==> config.mk <==
export PLATFORM = sky130hd
export DESIGN_NAME = digital_core
export DESIGN_NICKNAME = d
export VERILOG_FILES = /design/src/dcore_pkg.sv /design/src/ti_adc_retimer.sv /design/src/adc_unfolding.sv /design/src/prbs_checker.sv /design/src/dcore_regs.sv /design/src/digital_core.sv
export SDC_FILE = /design/constraint.sdc
export NUM_CORES = 1
export LEC_CHECK = 0
export BUFFER_PORTS_ARGS = -buffer_cell sky130_fd_sc_hd__buf_2
export CELL_PAD_IN_SITES_DETAIL_PLACEMENT = 0
export CELL_PAD_IN_SITES_GLOBAL_PLACEMENT = 2
export CORE_MARGIN = 2
export CORE_UTILIZATION = 40
export CTS_CLUSTER_SIZE = 28
export DETAILED_ROUTE_END_ITERATION = 10
export PLACE_DENSITY = 0.81
export SYNTH_ARGS = -nofsm -noshare
export SYNTH_HDL_FRONTEND = slang
export SYNTH_SLANG_ARGS = --single-unit
export TNS_END_PERCENT = 100
==> constraint.sdc <==
create_clock -name clk_adc -period 4.85 [get_ports clk_adc]
set_input_delay 0.97 -clock clk_adc [delete_from_list [all_inputs] [get_ports clk_adc]]
set_output_delay 0.97 -clock clk_adc [all_outputs]
set_load 0.01 [all_outputs]
==> src/dcore_pkg.sv <==
`default_nettype none

package dcore_pkg;

    // checker operating mode
    typedef enum logic [1:0] {
        PRBS_IDLE  = 2'd0,
        PRBS_CHECK = 2'd1,
        PRBS_CLEAR = 2'd2
    } prbs_mode_e;

    // APB register map, byte addresses
    typedef enum logic [7:0] {
        REG_CTRL       = 8'h00,
        REG_NAVG       = 8'h04,
        REG_EXT_OFFSET = 8'h08,
        REG_CAL_DONE   = 8'h0C,
        REG_PRBS_TOTAL = 8'h10,
        REG_PRBS_ERR   = 8'h14,
        // per-slice offsets follow at 4-byte steps
        REG_OFFSET0    = 8'h20
    } dcore_reg_e;

    // PRBS7 feedback taps, x^7 + x^6 + 1
    localparam int PRBS_TAP_A = 7;
    localparam int PRBS_TAP_B = 6;

endpackage

`default_nettype wire

==> src/ti_adc_retimer.sv <==
`default_nettype none

module ti_adc_retimer #(
    parameter int n_ti  = 4,
    parameter int n_adc = 7
) (
    input  wire logic                  clk_adc,
    input  wire logic                  arst_n_i,
    input  wire logic [n_ti*n_adc-1:0] in_data_i,
    input  wire logic [n_ti-1:0]       in_sign_i,
    output logic      [n_ti*n_adc-1:0] out_data_o,
    output logic      [n_ti-1:0]       out_sign_o
);
    localparam int n_lo = n_ti / 2;

    // early-phase slices, caught mid-cycle
    logic [n_lo*n_adc-1:0] lo_data_neg;
    logic [n_lo-1:0]       lo_sign_neg;
    // first rising-edge stage, one sample across all slices
    logic [n_ti*n_adc-1:0] stg1_data;
    logic [n_ti-1:0]       stg1_sign;

    always_ff @(negedge clk_adc or negedge arst_n_i) begin
        if (!arst_n_i) begin
            lo_data_neg <= '0;
            lo_sign_neg <= '0;
        end else begin
            lo_data_neg <= in_data_i[n_lo*n_adc-1:0];
            lo_sign_neg <= in_sign_i[n_lo-1:0];
        end
    end

    always_ff @(posedge clk_adc or negedge arst_n_i) begin
        if (!arst_n_i) begin
            stg1_data  <= '0;
            stg1_sign  <= '0;
            out_data_o <= '0;
            out_sign_o <= '0;
        end else begin
            // upper half straight from the pins, lower half from the falling edge
            stg1_data  <= {in_data_i[n_ti*n_adc-1:n_lo*n_adc], lo_data_neg};
            stg1_sign  <= {in_sign_i[n_ti-1:n_lo], lo_sign_neg};
            out_data_o <= stg1_data;
            out_sign_o <= stg1_sign;
        end
    end

endmodule

`default_nettype wire

==> src/adc_unfolding.sv <==
`default_nettype none

module adc_unfolding #(
    parameter int n_adc = 7
) (
    input  wire logic                  clk_adc,
    input  wire logic                  arst_n_i,
    input  wire logic [n_adc-1:0]      din_i,
    input  wire logic                  sign_i,
    input  wire logic                  en_cal_i,
    input  wire logic                  en_ext_offset_i,
    input  wire logic signed [n_adc:0] ext_offset_i,
    input  wire logic [3:0]            navg_i,
    output logic signed [n_adc:0]      dout_o,
    output logic signed [n_adc:0]      offset_o,
    output logic                       cal_done_o
);
    localparam int cw       = n_adc + 1;
    // room for up to 2^15 summed codes
    localparam int acc_w    = cw + 15;
    localparam int code_max = 2**(cw-1) - 1;
    localparam int code_min = -(2**(cw-1));

    typedef enum logic [1:0] {
        CAL_IDLE,
        CAL_ACC,
        CAL_DONE
    } cal_state_e;

    cal_state_e              state;
    logic [15:0]             n_samp;
    logic [15:0]             last_samp;
    logic signed [acc_w-1:0] acc;
    logic signed [acc_w-1:0] avg;
    logic signed [cw-1:0]    offset_meas;
    logic signed [cw-1:0]    raw_code;
    logic signed [cw:0]      diff;

    // sign bit set means a positive code
    assign raw_code  = sign_i ? $signed({1'b0, din_i}) : -$signed({1'b0, din_i});
    assign last_samp = (16'd1 << navg_i) - 16'd1;
    assign avg       = acc >>> navg_i;
    assign offset_o  = en_ext_offset_i ? ext_offset_i : offset_meas;
    // one extra bit so the subtraction cannot wrap
    assign diff      = raw_code - offset_o;

    always_ff @(posedge clk_adc or negedge arst_n_i) begin
        if (!arst_n_i) begin
            state       <= CAL_IDLE;
            n_samp      <= '0;
            acc         <= '0;
            offset_meas <= '0;
            cal_done_o  <= 1'b0;
        end else if (!en_cal_i) begin
            state      <= CAL_IDLE;
            cal_done_o <= 1'b0;
        end else begin
            case (state)
                CAL_IDLE: begin
                    // en_cal just went high, start a fresh sum
                    state  <= CAL_ACC;
                    n_samp <= '0;
                    acc    <= '0;
                end
                CAL_ACC: begin
                    acc    <= acc + raw_code;
                    n_samp <= n_samp + 16'd1;
                    if (n_samp == last_samp) begin
                        state <= CAL_DONE;
                    end
                end
                CAL_DONE: begin
                    // latch once, then hold until en_cal drops
                    if (!cal_done_o) begin
                        offset_meas <= avg[cw-1:0];
                        cal_done_o  <= 1'b1;
                    end
                end
                default: begin
                    state <= CAL_IDLE;
                end
            endcase
        end
    end

    always_ff @(posedge clk_adc or negedge arst_n_i) begin
        if (!arst_n_i) begin
            dout_o <= '0;
        end else if (diff > code_max) begin
            dout_o <= cw'(code_max);
        end else if (diff < code_min) begin
            dout_o <= cw'(code_min);
        end else begin
            dout_o <= diff[cw-1:0];
        end
    end

    a_cal_done_drops: assert property (
        @(posedge clk_adc) disable iff (!arst_n_i)
        !en_cal_i |=> !cal_done_o
    );

endmodule

`default_nettype wire

==> src/prbs_checker.sv <==
`default_nettype none

module prbs_checker #(
    parameter int n_ch = 4
) (
    input  wire logic                  clk_adc,
    input  wire logic                  arst_n_i,
    input  wire logic [n_ch-1:0]       rx_bits_i,
    input  wire dcore_pkg::prbs_mode_e mode_i,
    output logic [31:0]                total_bits_o,
    output logic [31:0]                err_bits_o
);
    import dcore_pkg::*;

    localparam int hist_w = PRBS_TAP_A;
    localparam int cnt_w  = $clog2(n_ch + 1);

    logic [hist_w-1:0]      hist;
    logic [n_ch+hist_w-1:0] seq;
    logic [n_ch-1:0]        err_vec;
    logic [cnt_w-1:0]       n_err;
    logic [32:0]            total_sum;
    logic [32:0]            err_sum;

    // history in the low bits, current word above it, oldest bit at index 0
    assign seq = {rx_bits_i, hist};

    always_comb begin
        n_err = '0;
        for (int k = 0; k < n_ch; k++) begin
            // prediction from the bits 7 and 6 places earlier
            err_vec[k] = rx_bits_i[k]
                       ^ seq[k + hist_w - PRBS_TAP_A]
                       ^ seq[k + hist_w - PRBS_TAP_B];
            n_err = n_err + cnt_w'(err_vec[k]);
        end
    end

    assign total_sum = {1'b0, total_bits_o} + 33'(n_ch);
    assign err_sum   = {1'b0, err_bits_o} + 33'(n_err);

    always_ff @(posedge clk_adc or negedge arst_n_i) begin
        if (!arst_n_i) begin
            hist         <= '0;
            total_bits_o <= '0;
            err_bits_o   <= '0;
        end else begin
            // history runs in every mode
            hist <= seq[n_ch +: hist_w];
            if (mode_i == PRBS_CHECK) begin
                // saturate at all ones
                total_bits_o <= total_sum[32] ? '1 : total_sum[31:0];
                err_bits_o   <= err_sum[32] ? '1 : err_sum[31:0];
            end else if (mode_i == PRBS_CLEAR) begin
                total_bits_o <= '0;
                err_bits_o   <= '0;
            end
        end
    end

    a_cnt_no_decrease: assert property (
        @(posedge clk_adc) disable iff (!arst_n_i)
        mode_i != PRBS_CLEAR |=>
            (total_bits_o >= $past(total_bits_o)) && (err_bits_o >= $past(err_bits_o))
    );

endmodule

`default_nettype wire

==> src/dcore_regs.sv <==
`default_nettype none

module dcore_regs #(
    parameter int n_ti  = 4,
    parameter int n_adc = 7
) (
    input  wire logic                      clk_adc,
    input  wire logic                      arst_n_i,
    input  wire logic                      psel_i,
    input  wire logic                      penable_i,
    input  wire logic                      pwrite_i,
    input  wire logic [7:0]                paddr_i,
    input  wire logic [31:0]               pwdata_i,
    output logic      [31:0]               prdata_o,
    output logic                           pready_o,
    output logic                           pslverr_o,
    output logic                           en_cal_o,
    output logic                           en_ext_offset_o,
    output logic signed [n_adc:0]          ext_offset_o,
    output logic      [3:0]                navg_o,
    output dcore_pkg::prbs_mode_e          prbs_mode_o,
    input  wire logic [n_ti*(n_adc+1)-1:0] offset_i,
    input  wire logic [n_ti-1:0]           cal_done_i,
    input  wire logic [31:0]               total_bits_i,
    input  wire logic [31:0]               err_bits_i
);
    import dcore_pkg::*;

    localparam int cw = n_adc + 1;

    logic       setup;
    logic       access;
    logic       addr_err;
    logic       read_only;
    logic [7:0] off_addr;

    assign setup  = psel_i && !penable_i;
    assign access = psel_i && penable_i;

    // address decode and read mux
    always_comb begin
        off_addr  = paddr_i - 8'(REG_OFFSET0);
        addr_err  = 1'b0;
        read_only = 1'b1;
        prdata_o  = '0;
        case (paddr_i)
            REG_CTRL: begin
                read_only = 1'b0;
                prdata_o  = {28'd0, prbs_mode_o, en_ext_offset_o, en_cal_o};
            end
            REG_NAVG: begin
                read_only = 1'b0;
                prdata_o  = {28'd0, navg_o};
            end
            REG_EXT_OFFSET: begin
                read_only = 1'b0;
                prdata_o  = 32'(ext_offset_o);
            end
            REG_CAL_DONE:   prdata_o = 32'(cal_done_i);
            REG_PRBS_TOTAL: prdata_o = total_bits_i;
            REG_PRBS_ERR:   prdata_o = err_bits_i;
            default: begin
                // offset readback window, one word per slice
                if (paddr_i >= REG_OFFSET0 && off_addr[1:0] == 2'b00
                        && off_addr[7:2] < n_ti) begin
                    prdata_o = 32'($signed(offset_i[off_addr[7:2]*cw +: cw]));
                end else begin
                    addr_err = 1'b1;
                end
            end
        endcase
    end

    always_ff @(posedge clk_adc or negedge arst_n_i) begin
        if (!arst_n_i) begin
            pready_o        <= 1'b0;
            pslverr_o       <= 1'b0;
            en_cal_o        <= 1'b0;
            en_ext_offset_o <= 1'b0;
            ext_offset_o    <= '0;
            navg_o          <= '0;
            prbs_mode_o     <= PRBS_IDLE;
        end else begin
            // response decided in setup, presented in the access phase
            pready_o  <= setup;
            pslverr_o <= setup && (addr_err || (pwrite_i && read_only));
            if (access && pwrite_i && !addr_err && !read_only) begin
                if (paddr_i == REG_CTRL) begin
                    en_cal_o        <= pwdata_i[0];
                    en_ext_offset_o <= pwdata_i[1];
                    prbs_mode_o     <= prbs_mode_e'(pwdata_i[3:2]);
                end else if (paddr_i == REG_NAVG) begin
                    navg_o <= pwdata_i[3:0];
                end else if (paddr_i == REG_EXT_OFFSET) begin
                    ext_offset_o <= pwdata_i[cw-1:0];
                end
            end
        end
    end

    // zero wait states with a master that always follows setup by access
    a_pready_access: assert property (
        @(posedge clk_adc) disable iff (!arst_n_i)
        pready_o == (psel_i && penable_i)
    );

    a_pslverr_in_access: assert property (
        @(posedge clk_adc) disable iff (!arst_n_i)
        pslverr_o |-> (pready_o && psel_i && penable_i)
    );

endmodule

`default_nettype wire

==> src/digital_core.sv <==
`default_nettype none

module digital_core #(
    parameter int n_ti  = 4,
    parameter int n_adc = 7
) (
    input  wire logic                      clk_adc,
    input  wire logic                      arst_n_i,
    input  wire logic [n_ti*n_adc-1:0]     adc_data_i,
    input  wire logic [n_ti-1:0]           adc_sign_i,
    output wire logic [n_ti*(n_adc+1)-1:0] dout_o,
    input  wire logic                      psel_i,
    input  wire logic                      penable_i,
    input  wire logic                      pwrite_i,
    input  wire logic [7:0]                paddr_i,
    input  wire logic [31:0]               pwdata_i,
    output wire logic [31:0]               prdata_o,
    output wire logic                      pready_o,
    output wire logic                      pslverr_o
);
    import dcore_pkg::*;

    localparam int cw = n_adc + 1;

    wire logic [n_ti*n_adc-1:0] data_rt;
    wire logic [n_ti-1:0]       sign_rt;
    wire logic [n_ti*cw-1:0]    offset;
    wire logic [n_ti-1:0]       cal_done;
    wire logic [n_ti-1:0]       prbs_rx_bits;
    wire logic                  en_cal;
    wire logic                  en_ext_offset;
    wire logic signed [cw-1:0]  ext_offset;
    wire logic [3:0]            navg;
    wire prbs_mode_e            prbs_mode;
    wire logic [31:0]           total_bits;
    wire logic [31:0]           err_bits;

    ti_adc_retimer #(.n_ti(n_ti), .n_adc(n_adc)) retimer_i (
        .clk_adc   (clk_adc),
        .arst_n_i  (arst_n_i),
        .in_data_i (adc_data_i),
        .in_sign_i (adc_sign_i),
        .out_data_o(data_rt),
        .out_sign_o(sign_rt)
    );

    for (genvar k = 0; k < n_ti; k++) begin : g_slice
        adc_unfolding #(.n_adc(n_adc)) unfold_i (
            .clk_adc        (clk_adc),
            .arst_n_i       (arst_n_i),
            .din_i          (data_rt[k*n_adc +: n_adc]),
            .sign_i         (sign_rt[k]),
            .en_cal_i       (en_cal),
            .en_ext_offset_i(en_ext_offset),
            .ext_offset_i   (ext_offset),
            .navg_i         (navg),
            .dout_o         (dout_o[k*cw +: cw]),
            .offset_o       (offset[k*cw +: cw]),
            .cal_done_o     (cal_done[k])
        );

        // decision is 1 for a positive code
        assign prbs_rx_bits[k] = ~dout_o[k*cw + cw - 1];
    end

    prbs_checker #(.n_ch(n_ti)) prbs_checker_i (
        .clk_adc     (clk_adc),
        .arst_n_i    (arst_n_i),
        .rx_bits_i   (prbs_rx_bits),
        .mode_i      (prbs_mode),
        .total_bits_o(total_bits),
        .err_bits_o  (err_bits)
    );

    dcore_regs #(.n_ti(n_ti), .n_adc(n_adc)) regs_i (
        .clk_adc        (clk_adc),
        .arst_n_i       (arst_n_i),
        .psel_i         (psel_i),
        .penable_i      (penable_i),
        .pwrite_i       (pwrite_i),
        .paddr_i        (paddr_i),
        .pwdata_i       (pwdata_i),
        .prdata_o       (prdata_o),
        .pready_o       (pready_o),
        .pslverr_o      (pslverr_o),
        .en_cal_o       (en_cal),
        .en_ext_offset_o(en_ext_offset),
        .ext_offset_o   (ext_offset),
        .navg_o         (navg),
        .prbs_mode_o    (prbs_mode),
        .offset_i       (offset),
        .cal_done_i     (cal_done),
        .total_bits_i   (total_bits),
        .err_bits_i     (err_bits)
    );

endmodule

`default_nettype wire

==> flow_summary.json, run 1 <==
{
  "postCtsSetupRepairBufs": 0,
  "ys.warnings.count": 0,
  "rsz0062_at_grt": "no",
  "required_ns": 3.88,
  "dieWidth_um": 261,
  "regArea_sq_mm": 0.0100,
  "htreeDepth": 2,
  "startpoint_type": "flop",
  "grt-ovfl-total": 0,
  "crit_fanout": 25,
  "cts_buffers": 49,
  "slew_headroom_pct": 36.9,
  "slew_violations": 0,
  "hold_viol_final": 0,
  "worst_pin_slew_ns": 0.946,
  "placementRows": 94,
  "die-area_sq_mm": 0.0681,
  "gp_congestion": 0.868,
  "period_needed_ns": 4.72,
  "outcome": "complete, no violations",
  "synthCells": 2878,
  "synth_xor_area_share_pct": 6.03,
  "synth_edf_count": 0,
  "clock_latency_ns": 0.59,
  "n_antenna_cell": 0,
  "grt_start_max_net_pins": 139,
  "setup_violations": 0,
  "final_common_cell": "dfrtp_1",
  "routedWlPerCell_um": 19.4,
  "synth_top_family_by_area": "compound AO/OA/AOI/OAI gates",
  "setup_tns_ns": 0,
  "synth.largest_area_cell": "dfrtp_1",
  "fillers": 6254,
  "cp-end-kind": "output port",
  "crit_chain": "buf_12 > mux2i_1 > mux4_2 > o32a_1 > o21ai_0 > buf_2",
  "power_density_mw_per_mm2": 283,
  "multiInputGateArea_sq_mm": 0.0154,
  "ctsRootBufferMaster": "clkbuf_16",
  "layout-drive-gt1-share_pct": 12.5,
  "track_usage_pct": 21.9,
  "totalWireLength_mm": 74.6,
  "path_class": "flop to output port",
  "yosysSeqAreaShare_pct": 37.9,
  "clk_pin_slew_worst_paths_ns": 0.06,
  "worstPathArrival_ns": 3.75,
  "synthAdderAreaFrac_pct": 7.29,
  "drc_errors": 0,
  "hp-class": "primary input to asynchronous set/reset pin",
  "worst_path_largest_cell_delay_ns": 0.74,
  "pin_count": 143,
  "synth-simple-area-share_pct": 15.2,
  "cap_violations": 0,
  "period_share_pct": 97.3,
  "yosys.cell_types.count": 84,
  "dp_hpwl_mm": 54.2,
  "finClkSkew_ns": 0.0218,
  "drt.antenna.violating_nets": 0,
  "whs_ns": 0.320,
  "vdd_drop_max_mv": 0.273,
  "syn-num-nets": 3103,
  "via_per_inst": 5.63,
  "drt_iter0_drc": 1317,
  "mappedNetlistArea_sq_mm": 0.0264,
  "syn_to_final_growth_pct": 12.1,
  "cts_tree": "yes",
  "core_area_sq_mm": 0.0656,
  "ys.flop_type": "dfrtp_1",
  "ys_async_sr_fraction_pct": 100,
  "synthMuxAreaShare_pct": 11.2,
  "synth_top_area_share_pct": 36.4,
  "dr.pass1.iters": 5,
  "cts_resized": 0,
  "startpoint": "regs_i.en_ext_offset_o$_DFFE_PN0P_",
  "first_global_vias": 21300,
  "die_h_um": 261,
  "port_buffers": 118,
  "nNetsFinal": 3169,
  "synth_compound_area_share_pct": 18.7,
  "cts.sinks": 400,
  "antenna_found_initial": 2,
  "layout_common_cells": "dfrtp_1, nand2_1, a21oi_1, o21ai_0, nor2_1",
  "synth_area_per_cell_sq_um": 9.18,
  "vias": 21700,
  "reg2reg_from": "regs_i.en_ext_offset_o$_DFFE_PN0P_",
  "clk_path_buf_depth": 3,
  "ys_ff_latch": 400,
  "crit_slowest_cell": "o32a_1",
  "leakage_nw": 13.1,
  "synth_area_leaders": "dfrtp_1, ha_1, mux2i_1, a21oi_1, o21ai_0",
  "hold_buffers": 0,
  "start_util_pct": 40.3,
  "fmax_mhz": 212,
  "grt_first_pass_wirelength_mm": 119
}
==> per-stage QoR <==
step / power, W / instances / utilization [%] / worst slack, ns / cell area, sq um
after floorplan: 0.00411 / 2878 / - / 1.15 / 26400
after CTS: 0.00853 / 3848 / 45.2 / 0.156 / 29600
after global routing: 0.00876 / 3848 / 45.2 / 0.0365 / 29600
after detailed placement: 0.00445 / 3757 / 42.5 / 0.545 / 27900
final: 0.00839 / 3848 / 45.2 / 0.131 / 29600
after global placement: 0.00443 / 3757 / 42.5 / 0.554 / 27900
==> cell usage after synthesis (all sizes together) (9+ instances only) <==
cell type	instances
dfrtp	384
nand2	290
a21oi	256
o21ai	233
nor2	213
ha	138
mux2i	134
inv	105
xnor2	98
clkbuf	92
nand3	88
xor2	84
mux2	59
nor2b	58
nor3	55
buf	54
a31oi	42
mux4	42
a21o	40
a211oi	36
and3	35
o21a	34
nand2b	27
nand4	23
o31ai	21
o22a	20
or3	19
dfrtn	16
o21bai	14
and2	13
a22oi	12
a22o	11
a41oi	11
fa	10
nor4	9
==> final timing paths <==
| path | end | cells after the start | slack (ns) |
|---|---|---|---|
| min in group clk_adc | retimer_i.out_data_o[15]$_DFF_PN0_ | 0 | 0.34 |
| min | retimer_i.stg1_sign[0]$_DFF_PN0_ | 1 | 0.32 |
| max reg2reg | g_slice[2].unfold_i.dout_o[6]$_DFF_PN0_ | 13 | 0.69 |
| max | prdata_o[29] | 6 | 0.13 |
| max in group asynchronous | retimer_i.lo_sign_neg[1]$_DFF_NN0_ | 1 | 1.81 |
| min reg2reg | retimer_i.out_data_o[15]$_DFF_PN0_ | 0 | 0.34 |
==> critical path: cells and delay by family (launching register included) <==
kind            cells  cell delay (ns)
flops               1             0.65
mux                 2             1.00
compound gates      2             1.00
buf+inv             2             0.47
==> routing by layer <==
layer | global-route usage (%) | vias to the layer above | share of wire, %
li1 | - | 10500 | -
met1 | 29.6 | 10600 | 46
met2 | 36.4 | 406 | 47
met3 | 2.87 | 109 | 3.9
met4 | 7.40 | 4 | 3.1
met5 | 0 | - | 0.040
==> state kept, by name (all words and copies together) (netlist names), 2 cells and up <==
| name | count |
|---|---|
| g_slice.unfold_i.acc | 92 |
| g_slice.unfold_i.state | 8 |
| prbs_checker_i.hist | 7 |
| prbs_checker_i.err_bits_o | 32 |
| g_slice.unfold_i.offset_meas | 32 |
| retimer_i.stg1_data | 28 |
| retimer_i.out_data_o | 28 |
| retimer_i.lo_data_neg | 14 |
| retimer_i.stg1_sign | 4 |
| g_slice.unfold_i.cal_done_o | 4 |
| prbs_checker_i.total_bits_o | 31 |
| g_slice.unfold_i.n_samp | 64 |
| regs_i.prbs_mode_o | 2 |
| retimer_i.lo_sign_neg | 2 |
| regs_i.ext_offset_o | 8 |
| regs_i.navg_o | 4 |
| retimer_i.out_sign_o | 4 |
| g_slice.unfold_i.dout_o | 32 |
==> area by class of cell <==
class / instances / area share (%)
Clock buffer: 64 / 4.60
Inverter: 105 / 1.33
Clock inverter: 27 / 1.35
Multi-Input combinational cell: 2227 / 52.1
Timing Repair Buffer: 161 / 3.20
Tap cell: 864 / 3.65
Sequential cell: 400 / 33.8
==> power breakdown <==
| part | switching [W] | internal (W) |
|---|---|---|
| Combinational | 0.000541 | 0.000342 |
| Clock | 0.00155 | 0.00247 |
| Sequential | 0.0000605 | 0.00344 |
==> cells by family after synthesis <==
group	after synthesis
xor+xnor	182
flops	400
compound gates	804
simple gates	858
mux	235
fa+ha+maj	148
buf+inv	251
(Power assumes the default switching activity.)
==> run 2, diff against run 1 <==
--- a/config.mk
+++ b/config.mk
@@ -12,7 +12,7 @@
 export CORE_UTILIZATION = 40
 export CTS_CLUSTER_SIZE = 28
 export DETAILED_ROUTE_END_ITERATION = 10
-export PLACE_DENSITY = 0.81
+export PLACE_DENSITY_LB_ADDON = 0.1
 export SYNTH_ARGS = -nofsm -noshare
 export SYNTH_HDL_FRONTEND = slang
 export SYNTH_SLANG_ARGS = --single-unit
==> flow_summary.json, run 2 (synthesis results as in run 1) <==
{
  "ff2ff_setup_slack_ns": 0.72,
  "startpoint": "regs_i.en_ext_offset_o$_DFFE_PN0P_",
  "regArea_sq_mm": 0.0100,
  "path_class": "flop to output port",
  "ctsRootBufferMaster": "clkbuf_16",
  "required_ns": 3.88,
  "htreeDepth": 2,
  "clk_path_buf_depth": 3,
  "grt_first_pass_wirelength_mm": 122,
  "cts.sinks": 400,
  "first_global_vias": 21400,
  "startpoint_type": "flop",
  "start_util_pct": 40.3,
  "nNetsFinal": 3173,
  "gp_congestion": 0.825,
  "cp-end-kind": "output port",
  "track_usage_pct": 22.7,
  "dp_hpwl_mm": 56.2,
  "p_int_w": 0.00633,
  "r2r-end": "g_slice[3].unfold_i.acc[21]$_DFFE_PN0P_",
  "hold_buffers": 0,
  "setup_violations": 0,
  "largest_reg_flops": 92,
  "whs_ns": 0.314,
  "worst_pin_slew_ns": 0.977,
  "vias": 21700,
  "layout-drive-gt1-share_pct": 12.9,
  "hold_viol_final": 0,
  "clk_pin_slew_worst_paths_ns": 0.06,
  "vdd_drop_max_mv": 0.275,
  "p_clk_share_pct": 49.0,
  "grt_start_max_net_pins": 92,
  "seq_power_share_pct": 40.7,
  "switching_share_pct": 26.5,
  "drt.antenna.violating_nets": 0,
  "power_density_mw_per_mm2": 290,
  "reg2reg_depth": 14,
  "reg2reg_from": "retimer_i.out_data_o[21]$_DFF_PN0_",
  "period_needed_ns": 4.39,
  "fin_area_sq_mm": 0.0297,
  "layout_common_cells": "dfrtp_1, nand2_1, a21oi_1, o21ai_0, nor2_1",
  "cap_violations": 0,
  "outcome": "complete, no violations",
  "place_inst": 3760,
  "die-area_sq_mm": 0.0681,
  "routedWlPerCell_um": 20.1,
  "cts_tree": "yes",
  "regMostFlops": "g_slice.unfold_i.acc",
  "leakage_nw": 13.2,
  "dieWidth_um": 261,
  "drc_errors": 0,
  "cts_buffers": 50,
  "hp-class": "primary input to asynchronous set/reset pin",
  "placementRows": 94,
  "multiInputGateArea_sq_mm": 0.0154,
  "die_h_um": 261,
  "period_share_pct": 90.5,
  "post_dp_cell_area_sq_mm": 0.0279,
  "rsz0062_at_grt": "no",
  "core_area_sq_mm": 0.0656,
  "largest_registers": "g_slice.unfold_i.acc x92, g_slice.unfold_i.n_samp x64",
  "grt-ovfl-total": 0,
  "fmax_mhz": 228,
  "worstPathArrival_ns": 3.42,
  "switchingPower_w": 0.00228,
  "finClkSkew_ns": 0.0223,
  "syn_to_final_growth_pct": 12.5,
  "combPwrFrac_pct": 10.3,
  "crit_fanout": 25,
  "final_common_cell": "dfrtp_1",
  "via_per_inst": 5.62,
  "antenna_found_initial": 1,
  "instances_no_fill": 3854,
  "slew_violations": 0,
  "pin_count": 143,
  "final_core_util_pct": 45.3,
  "n_antenna_cell": 0,
  "slew_headroom_pct": 34.8,
  "drt_iter0_drc": 1237,
  "fillers": 6326,
  "totalWireLength_mm": 77.3,
  "clock_latency_ns": 0.61,
  "dr.pass1.iters": 5,
  "port_buffers": 118,
  "setup_tns_ns": 0
}
-- run 2: cell types whose count changed in the layout (fill, tap and decap cells not counted), sizes merged --
| cell | delta |
|---|---|
| buf | +3 |
| bufinv | +1 |
| clkbuf | -6 |
| clkinv | +4 |
| clkinvlp | -4 |
| inv | +8 |
-- run 2: through the flow --
stage	setup WS, ns	total power, W
finish	0.460	0.00861
CTS	0.0524	0.00873
global route	0.289	0.00897
global placement	0.527	0.00444
floorplan	1.15	0.00411
detailed placement	0.526	0.00446
-- run 2: what timing repair did --
item	in CTS	in global routing
gates resized for setup	0	1
endpoints found under the setup margin	0	25
setup buffers	0	0
-- run 2: power by group through the flow --
| stage | Clock [W] | Sequential (W) | Combinational (W) |
|---|---|---|---|
| 6_report | 0.00422 | 0.00350 | 0.000886 |
| 5_1_grt | 0.00445 | 0.00351 | 0.00100 |
| 4_1_cts | 0.00433 | 0.00350 | 0.000901 |
| 3_5_place_dp | 0 | 0.00356 | 0.000897 |
| 3_3_place_gp | 0 | 0.00356 | 0.000883 |
| 2_1_floorplan | 0 | 0.00356 | 0.000543 |
-- run 2: cell type report --
class | instances | share of cell area, %
Timing Repair Buffer | 164 | 3.18
Clock inverter | 36 | 1.74
Clock buffer | 58 | 4.52
Multi-Input combinational cell | 2227 | 51.9
Tap cell | 864 | 3.64
Inverter | 105 | 1.33
Sequential cell | 400 | 33.7
-- run 2: worst max-delay path: stages, from the launching register on --
cell and delay, ns:
dfrtp_1 0.76, buf_4 0.28, mux2i_1 0.56, mux4_2 0.37
o32a_2 0.46, o21ai_0 0.19, buf_2 0.18
-- run 2: per-layer routing --
metal,global-route usage (%),wire (um)
met1,31.1,35800
met2,37.9,36900
met3,2.46,2660
met4,6.33,1910
met5,0,12
-- run 2: worst max path at each step --
stage,slack (ns),end,cells past startpoint
finish,0.46,prdata_o[9],6
global route,0.29,prdata_o[24],6
CTS,0.05,prdata_o[24],6
detailed placement,0.53,prdata_o[24],8
global placement,0.53,prdata_o[1],8
floorplan,1.15,prdata_o[10],6
